## src/hdl/core_settings.svh

```systemverilog
`ifndef CORE_SETTINGS_SVH
`define CORE_SETTINGS_SVH

// machine word and address width
`define XLEN 32

`define REG_COUNT 32

// queue entries, also the number of credits fetch starts with
`define QUEUE_DEPTH 4

`define RESET_PC 32'hbfc0_0000

`endif
```

## src/hdl/isa_pkg.sv

```systemverilog
`default_nettype none

`include "core_settings.svh"

package isa_pkg;

    typedef logic [`XLEN-1:0] word_t;
    typedef logic [4:0]       reg_idx_t;
    typedef logic [4:0]       shamt_t;
    typedef logic [15:0]      imm_t;

    // major opcode, bits 31:26
    typedef enum logic [5:0] {
        OP_SPECIAL = 6'h00,
        OP_ADDIU   = 6'h09,
        OP_ORI     = 6'h0d,
        OP_LUI     = 6'h0f
    } opcode_t;

    // function field of SPECIAL
    typedef enum logic [5:0] {
        FN_SLL  = 6'h00,
        FN_ADDU = 6'h21,
        FN_SUBU = 6'h23,
        FN_AND  = 6'h24,
        FN_OR   = 6'h25,
        FN_XOR  = 6'h26,
        FN_SLT  = 6'h2a
    } funct_t;

    // r-type view, the low half doubles as the immediate
    typedef struct packed {
        opcode_t  opcode;
        reg_idx_t rs;
        reg_idx_t rt;
        reg_idx_t rd;
        shamt_t   sa;
        funct_t   funct;
    } inst_fields_t;

    typedef enum logic [3:0] {
        ALU_NOP,
        ALU_ADD,
        ALU_SUB,
        ALU_AND,
        ALU_OR,
        ALU_XOR,
        ALU_SLT,
        ALU_SLL,
        ALU_LUI
    } alu_op_t;

endpackage

`default_nettype wire

```

## src/hdl/core_pkg.sv

```systemverilog
`default_nettype none

`include "core_settings.svh"

package core_pkg;

    // one fetched instruction and its address
    typedef struct packed {
        isa_pkg::word_t pc;
        isa_pkg::word_t inst;
    } fetch_pkt_t;

    // holds 0 to QUEUE_DEPTH inclusive
    typedef logic [$clog2(`QUEUE_DEPTH + 1) - 1:0] credit_t;

    typedef logic [((`QUEUE_DEPTH > 1) ? $clog2(`QUEUE_DEPTH) : 1) - 1:0] qptr_t;

endpackage

`default_nettype wire

```

## src/hdl/fetch_credit_if.sv

```systemverilog
`timescale 1ns/10ps
`default_nettype none

interface fetch_credit_if;
    import core_pkg::*;

    logic       push;
    fetch_pkt_t pkt;
    logic       credit;
    logic       pop;
    fetch_pkt_t head;
    logic       not_empty;

    modport producer (output push, output pkt, input credit);

    modport buffer (
        input  push,
        input  pkt,
        input  pop,
        output credit,
        output head,
        output not_empty
    );

    modport consumer (input head, input not_empty, output pop);

endinterface

`default_nettype wire

```

## src/hdl/core_top.sv

```systemverilog
`timescale 1ns/10ps
`default_nettype none

module core_top (
    input  wire                    aclk,
    input  wire                    aresetn,

    output wire                    inst_req,
    output wire isa_pkg::word_t    inst_addr,
    input  wire isa_pkg::word_t    inst_rdata,
    input  wire                    inst_addr_ok,
    input  wire                    inst_data_ok,

    output wire isa_pkg::word_t    debug_wb_pc,
    output wire [3:0]              debug_wb_rf_wen,
    output wire isa_pkg::reg_idx_t debug_wb_rf_wnum,
    output wire isa_pkg::word_t    debug_wb_rf_wdata
);

    // fetch to queue to execute
    fetch_credit_if q_if ();

    fetch_unit fetch0 (
        .aclk         (aclk),
        .aresetn      (aresetn),
        .inst_addr_ok (inst_addr_ok),
        .inst_data_ok (inst_data_ok),
        .inst_rdata   (inst_rdata),
        .inst_req     (inst_req),
        .inst_addr    (inst_addr),
        .q            (q_if.producer)
    );

    inst_queue queue0 (
        .aclk    (aclk),
        .aresetn (aresetn),
        .q       (q_if.buffer)
    );

    exec_unit exec0 (
        .aclk              (aclk),
        .aresetn           (aresetn),
        .q                 (q_if.consumer),
        .debug_wb_pc       (debug_wb_pc),
        .debug_wb_rf_wen   (debug_wb_rf_wen),
        .debug_wb_rf_wnum  (debug_wb_rf_wnum),
        .debug_wb_rf_wdata (debug_wb_rf_wdata)
    );

endmodule

`default_nettype wire

```

## src/hdl/exec_unit.sv

```systemverilog
`timescale 1ns/10ps
`default_nettype none

`include "core_settings.svh"

module exec_unit (
    input  wire                aclk,
    input  wire                aresetn,
    fetch_credit_if.consumer   q,
    output isa_pkg::word_t     debug_wb_pc,
    output logic [3:0]         debug_wb_rf_wen,
    output isa_pkg::reg_idx_t  debug_wb_rf_wnum,
    output isa_pkg::word_t     debug_wb_rf_wdata
);
    import isa_pkg::*;
    import core_pkg::*;

    fetch_pkt_t   head;
    inst_fields_t f;
    imm_t         imm;
    word_t        imm_ext;
    alu_op_t      op;
    logic         use_imm;
    logic         imm_sign;
    logic         dst_rt;
    logic         dec_wen;
    logic         rf_wen;
    reg_idx_t     wreg;
    word_t        rs_data;
    word_t        rt_data;
    word_t        alu_b;
    word_t        result;

    // no hazards here, so every queued instruction retires at once
    assign q.pop = q.not_empty;

    assign head = q.head;
    assign f    = inst_fields_t'(head.inst);
    assign imm  = head.inst[15:0];

    always_comb begin
        op       = ALU_NOP;
        use_imm  = 1'b0;
        imm_sign = 1'b0;
        dst_rt   = 1'b0;
        dec_wen  = 1'b0;
        case (f.opcode)
            OP_SPECIAL: begin
                dec_wen = 1'b1;
                case (f.funct)
                    FN_ADDU: op = ALU_ADD;
                    FN_SUBU: op = ALU_SUB;
                    FN_AND:  op = ALU_AND;
                    FN_OR:   op = ALU_OR;
                    FN_XOR:  op = ALU_XOR;
                    FN_SLT:  op = ALU_SLT;
                    FN_SLL:  op = ALU_SLL;
                    default: dec_wen = 1'b0;
                endcase
            end
            OP_ADDIU: begin
                op       = ALU_ADD;
                use_imm  = 1'b1;
                imm_sign = 1'b1;
                dst_rt   = 1'b1;
                dec_wen  = 1'b1;
            end
            OP_ORI, OP_LUI: begin
                op      = (f.opcode == OP_ORI) ? ALU_OR : ALU_LUI;
                use_imm = 1'b1;
                dst_rt  = 1'b1;
                dec_wen = 1'b1;
            end
            default: begin
                op = ALU_NOP;
            end
        endcase
    end

    assign imm_ext = {{(`XLEN-16){imm_sign & imm[15]}}, imm};
    assign alu_b   = use_imm ? imm_ext : rt_data;
    assign wreg    = dst_rt ? f.rt : f.rd;
    assign rf_wen  = q.pop && dec_wen;

    reg_file rf0 (
        .aclk    (aclk),
        .aresetn (aresetn),
        .rs      (f.rs),
        .rt      (f.rt),
        .wreg    (wreg),
        .wen     (rf_wen),
        .wdata   (result),
        .rs_data (rs_data),
        .rt_data (rt_data)
    );

    alu alu0 (
        .op     (op),
        .a      (rs_data),
        .b      (alu_b),
        .sa     (f.sa),
        .result (result)
    );

    always_ff @(posedge aclk) begin
        if (!aresetn) begin
            debug_wb_rf_wen <= '0;
        end else begin
            debug_wb_rf_wen <= {4{rf_wen}};
        end
    end

    always_ff @(posedge aclk) begin
        if (q.pop) begin
            debug_wb_pc       <= head.pc;
            debug_wb_rf_wnum  <= wreg;
            debug_wb_rf_wdata <= result;
        end
    end

endmodule

`default_nettype wire

```

## src/hdl/alu.sv

```systemverilog
`timescale 1ns/10ps
`default_nettype none

`include "core_settings.svh"

module alu (
    input  wire isa_pkg::alu_op_t op,
    input  wire isa_pkg::word_t   a,
    input  wire isa_pkg::word_t   b,
    input  wire isa_pkg::shamt_t  sa,
    output isa_pkg::word_t        result
);
    import isa_pkg::*;

    logic lt;

    assign lt = $signed(a) < $signed(b);

    always_comb begin
        case (op)
            ALU_ADD: begin
                result = a + b;
            end
            ALU_SUB: begin
                result = a - b;
            end
            ALU_AND: begin
                result = a & b;
            end
            ALU_OR: begin
                result = a | b;
            end
            ALU_XOR: begin
                result = a ^ b;
            end
            ALU_SLT: begin
                result = word_t'(lt);
            end
            ALU_SLL: begin
                result = b << sa;
            end
            // immediate into the upper half
            ALU_LUI: begin
                result = {b[`XLEN/2-1:0], {(`XLEN/2){1'b0}}};
            end
            default: begin
                result = '0;
            end
        endcase
    end

endmodule

`default_nettype wire

```

## src/hdl/reg_file.sv

```systemverilog
`timescale 1ns/10ps
`default_nettype none

`include "core_settings.svh"

module reg_file (
    input  wire                    aclk,
    input  wire                    aresetn,
    input  wire isa_pkg::reg_idx_t rs,
    input  wire isa_pkg::reg_idx_t rt,
    input  wire isa_pkg::reg_idx_t wreg,
    input  wire                    wen,
    input  wire isa_pkg::word_t    wdata,
    output isa_pkg::word_t         rs_data,
    output isa_pkg::word_t         rt_data
);
    import isa_pkg::*;

    word_t regs [`REG_COUNT];

    // $0 is never written, so it keeps its reset value of zero
    always_ff @(posedge aclk) begin
        if (!aresetn) begin
            for (int i = 0; i < `REG_COUNT; i++) begin
                regs[i] <= '0;
            end
        end else if (wen && (wreg != '0)) begin
            regs[wreg] <= wdata;
        end
    end

    assign rs_data = regs[rs];
    assign rt_data = regs[rt];

endmodule

`default_nettype wire

```

## src/hdl/inst_queue.sv

```systemverilog
`timescale 1ns/10ps
`default_nettype none

`include "core_settings.svh"

module inst_queue (
    input  wire            aclk,
    input  wire            aresetn,
    fetch_credit_if.buffer q
);
    import core_pkg::*;

    fetch_pkt_t mem [`QUEUE_DEPTH];
    qptr_t      wr_ptr;
    qptr_t      rd_ptr;
    credit_t    count;
    logic       do_pop;

    function automatic qptr_t next_ptr(input qptr_t p);
        if (p == qptr_t'(`QUEUE_DEPTH - 1)) begin
            return '0;
        end
        return p + qptr_t'(1);
    endfunction

    assign q.not_empty = (count != '0);
    assign q.head      = mem[rd_ptr];
    assign do_pop      = q.pop && q.not_empty;

    // freed slot goes straight back to fetch
    assign q.credit = do_pop;

    always_ff @(posedge aclk) begin
        if (q.push) begin
            mem[wr_ptr] <= q.pkt;
        end
    end

    always_ff @(posedge aclk) begin
        if (!aresetn) begin
            wr_ptr <= '0;
            rd_ptr <= '0;
            count  <= '0;
        end else begin
            if (q.push) begin
                wr_ptr <= next_ptr(wr_ptr);
            end
            if (do_pop) begin
                rd_ptr <= next_ptr(rd_ptr);
            end
            case ({q.push, do_pop})
                2'b10:   count <= count + credit_t'(1);
                2'b01:   count <= count - credit_t'(1);
                default: count <= count;
            endcase
        end
    end

    no_overflow: assert property (@(posedge aclk) disable iff (!aresetn)
        q.push |-> count != credit_t'(`QUEUE_DEPTH));

    no_underflow: assert property (@(posedge aclk) disable iff (!aresetn)
        q.pop |-> count != '0);

endmodule

`default_nettype wire

```

## src/hdl/fetch_unit.sv

```systemverilog
`timescale 1ns/10ps
`default_nettype none

`include "core_settings.svh"

module fetch_unit (
    input  wire                 aclk,
    input  wire                 aresetn,
    input  wire                 inst_addr_ok,
    input  wire                 inst_data_ok,
    input  wire isa_pkg::word_t inst_rdata,
    output logic                inst_req,
    output isa_pkg::word_t      inst_addr,
    fetch_credit_if.producer    q
);
    import isa_pkg::*;
    import core_pkg::*;

    typedef enum logic {
        ST_IDLE,
        ST_BUSY
    } state_t;

    state_t  state;
    word_t   pc;
    word_t   req_pc;
    credit_t credits;
    logic    accept;

    // only ask while a queue slot is reserved for the answer
    assign inst_req  = aresetn && (state == ST_IDLE) && (credits != '0);
    assign inst_addr = pc;
    assign accept    = inst_req && inst_addr_ok;

    assign q.push = (state == ST_BUSY) && inst_data_ok;
    assign q.pkt  = '{pc: req_pc, inst: inst_rdata};

    always_ff @(posedge aclk) begin
        if (!aresetn) begin
            state <= ST_IDLE;
            pc    <= `RESET_PC;
        end else begin
            case (state)
                ST_IDLE: begin
                    if (accept) begin
                        state <= ST_BUSY;
                    end
                end
                ST_BUSY: begin
                    if (inst_data_ok) begin
                        state <= ST_IDLE;
                        pc    <= pc + word_t'(4);
                    end
                end
                default: state <= ST_IDLE;
            endcase
        end
    end

    always_ff @(posedge aclk) begin
        if (accept) begin
            req_pc <= pc;
        end
    end

    // spend on acceptance, regain on each freed entry
    always_ff @(posedge aclk) begin
        if (!aresetn) begin
            credits <= credit_t'(`QUEUE_DEPTH);
        end else begin
            case ({q.credit, accept})
                2'b10:   credits <= credits + credit_t'(1);
                2'b01:   credits <= credits - credit_t'(1);
                default: credits <= credits;
            endcase
        end
    end

    credit_bound: assert property (@(posedge aclk) disable iff (!aresetn)
        credits <= credit_t'(`QUEUE_DEPTH));

    // memory answers only the one accepted request
    data_after_accept: assert property (@(posedge aclk) disable iff (!aresetn)
        inst_data_ok |-> state == ST_BUSY);

endmodule

`default_nettype wire

```

## config.mk

```make
export PLATFORM = sky130hd
export DESIGN_NAME = core_top
export DESIGN_NICKNAME = d
export VERILOG_FILES = /design/src/hdl/isa_pkg.sv /design/src/hdl/core_pkg.sv /design/src/hdl/fetch_credit_if.sv /design/src/hdl/core_top.sv /design/src/hdl/exec_unit.sv /design/src/hdl/alu.sv /design/src/hdl/reg_file.sv /design/src/hdl/inst_queue.sv /design/src/hdl/fetch_unit.sv
export VERILOG_INCLUDE_DIRS = /design/src /design/src/hdl
export SDC_FILE = /design/constraint.sdc
export NUM_CORES = 2
export LEC_CHECK = 0
export ABC_AREA = 0
export BUFFER_PORTS_ARGS = -buffer_cell sky130_fd_sc_hd__buf_2
export CORE_ASPECT_RATIO = 1.1
export CORE_MARGIN = 1.5
export CORE_UTILIZATION = 30
export CTS_BUF_LIST = sky130_fd_sc_hd__clkbuf_4 sky130_fd_sc_hd__clkbuf_8
export CTS_CLUSTER_DIAMETER = 60
export DETAILED_ROUTE_END_ITERATION = 6
export SLEW_MARGIN = 20
export SYNTH_ARGS = -nofsm -noshare
export SYNTH_HDL_FRONTEND = slang
export SYNTH_SLANG_ARGS = --single-unit
```

## constraint.sdc

```tcl
create_clock -name aclk -period 23 [get_ports aclk]
set_clock_uncertainty 0.2 [all_clocks]
set_input_delay 2.3 -clock aclk [delete_from_list [all_inputs] [get_ports aclk]]
set_output_delay 2.3 -clock aclk [all_outputs]
set_load 0.005 [all_outputs]
```

==> metrics.csv <==
metric,value,unit
outcome,"finished, final reports clean",
CTS H-tree depth,4,
HP Class,reg -> reg,
Tot Pwr,11.4,mW
share of the synthesized area in the top cell type,0.547,
sequential area share after synthesis,0.559,
Crit. End Element,register,
average vias per placed instance,5.84,
"Req. time, crit path",23.51,ns
height of the die,528,µm
ys async rst share,0,
Core Area,249000,µm²
DP Worst Slack,13.25,ns
CP Launch Type,register,
Overflow after GRT,0,
relative slew slack,0.126,
Final Hold Fails,0,
drt drc,0,
# port buffers,137,
yosys synthesis warning count,0,
First-pass DRT Iterations,7,
mapped cell area,75100,µm²
Setup CP Type,reg -> reg,
area grow syn2layout,12.5,%
WP data arrival,10.50,ns
top post-synthesis cells by count,"1369 x edfxtp_1, 1136 x nor2_1, 542 x mux2i_1",
clk buf depth,3,
die area,253000,µm²
"CTS clk-pin slew, worst paths",0.07,ns
# hold bufs at CTS,0,
"EDFF count, synth",1369,
Root Buffer,clkbuf_8,
Mapped Avg Cell Area,12.6,µm²
final setup fails,0,
fin. max-slew vios,0,
final wirelength,304000,µm
power per standard cell area,135,nW/µm²
post-CTS setup buffers,0,
vias in the first global route,54300,
Tmin final,9.99,ns
ys flop type,edfxtp_1,
clk sinks,1413,
Final WS setup,13.01,ns
P_leak,29.7,nW
DR vias,55700,
Netlist cell types,95,
post-synth top area cell,edfxtp_1,
RePlAce Congestion,1.01,
global-route wire length before repair,419000,µm
MaxCap Viol Count,0,
pin count of the biggest net entering global routing,110,
nets,6212,
die width,480,µm
"Clk Latency, worst-skew pair",1.03,ns
initial antenna violation count,36,
layout cell share with drive strength beyond 1,0.205,
"Max FO, Critical Path",93,
Mapped Cells,5979,
setup TNS,0,ns
Least-Margin Pin Slew,1.28,ns
Fmax,100,MHz
I/O pin count,142,
synthesized flop and latch total,1413,
Worst VDD drop,0.101,mV
"count leader, synth",edfxtp_1,
row count,192,
CTS tree,yes,
All-Layer GR Usage,0.233,
final period utilization,0.434,
post-route antenna net violation count,0,
drt wl/cell,31.8,µm
dpl hpwl,194000,µm
Starting Density,0.302,
CTS buffer count,219,
CTS resizes,0,
ranking of synthesized cells by area,"edfxtp_1 55%, mux4_2 11%, mux2i_1 7.2%",
unrepaired setup endpoints after global routing,false,
DR iter-0 viols,7815,
-- final cells by class --
type / count / area (µm²)
diodes: 11 / 27.5
repair buffers: 345 / 2330
clock inverters: 95 / 744
well taps: 3298 / 4130
flip-flops and latches: 1413 / 42000
multi-input cells: 3924 / 31000
fillers: 24500 / 164000
clock buffers: 297 / 3660
inverters: 162 / 612
-- power by group --
group	switching, mW	total, mW	internal (mW)	leakage [nW]
clock network	1.07	2.16	1.09	2.34
logic	4.35	6.18	1.83	13.3
registers	0.0915	3.09	3.00	14.0
total	5.51	11.4	5.92	29.7
-- state kept, by name, indices dropped and copies added (netlist names), named ones only --
| name | flops |
|---|---|
| fetch0.req_pc | 30 |
| exec0.debug_wb_pc | 30 |
| exec0.debug_wb_rf_wdata | 32 |
| fetch0.state | 1 |
| exec0.debug_wb_rf_wnum | 5 |
| queue0.mem | 248 |
| fetch0.inst_addr | 30 |
| queue0.count | 3 |
| fetch0.credits | 3 |
| queue0.rd_ptr | 2 |
| queue0.wr_ptr | 2 |
| exec0.rf0.regs | 1024 |
| exec0.debug_wb_rf_wen | 1 |
-- worst paths after layout --
path / from / end / slack (ns) / cells past startpoint
min: fetch0.req_pc[11] / queue0.mem[1][43] / 0.23 / 0
max: register / exec0.rf0.regs[20][30] / 13.01 / 22
max reg2reg: register / exec0.rf0.regs[20][30] / 13.01 / 22
min reg2reg: fetch0.req_pc[11] / queue0.mem[1][43] / 0.23 / 0
-- worst max-delay path: stages, from the launching register on --
cell      delay, ns
dfxtp_4        0.68
mux4_4         0.77
buf_12         0.51
buf_4          0.77
nor2b_1        0.26
buf_4          0.39
a22oi_1        0.20
a31oi_1        0.70
nand4_1        0.55
and2_1         0.40
ha_1           0.38
inv_1          0.22
nand3_1        0.23
nor4_1         0.35
nand4_1        0.17
a31oi_1        0.37
o211ai_1       0.26
a21o_1         0.23
a21o_1         0.16
a222oi_1       0.53
and3_1         0.39
buf_4          0.46
nor2_1         0.11
-- layout by cell type, fill, tap and decap left out, types with 59 or more instances in the layout --
master / n
mux4_2: 346
edfxtp_1: 1369
o21ai_0: 96
nor2_1: 1134
nand2_1: 216
inv_1: 147
clkbuf_4: 69
o22ai_1: 59
buf_4: 202
clkbuf_8: 228
ha_1: 107
buf_2: 137
mux2_2: 68
nor2b_1: 102
mux2i_1: 540
nand3_1: 72
a22oi_1: 77
a21oi_1: 276
a211oi_1: 106
-- logic make-up after synthesis --
logic type | count (synthesis) | synth area share
compound gates | 944 | 0.0853
xor+xnor | 44 | 0.00513
fa+ha+maj | 111 | 0.0189
buf+inv | 677 | 0.0383
flops | 1413 | 0.559
mux | 964 | 0.188
other cells | 1 | 0.0000499
simple gates | 1825 | 0.105
-- metal layers --
layer / global-route usage / wire length [µm] / vias up
li1: - / - / 22700
met1: 0.281 / 108000 / 28100
met2: 0.352 / 132000 / 3915
met3: 0.0754 / 38300 / 972
met4: 0.164 / 25200 / 36
met5: 0 / 239 / -
-- stage by stage --
stage | util | cells | area [µm²] | hold slack [ns]
final | 0.339 | 9545 | 84500 | 0.232
after global routing | 0.339 | 9535 | 84400 | 0.253
after CTS | 0.339 | 9533 | 84400 | 0.213
after detailed placement | 0.321 | 9141 | 80000 | 0.260
after global placement | 0.321 | 9141 | 80000 | 0.259
after floorplan | - | 6014 | 75200 | 0.250
Power figures use the tool's default switching activity.
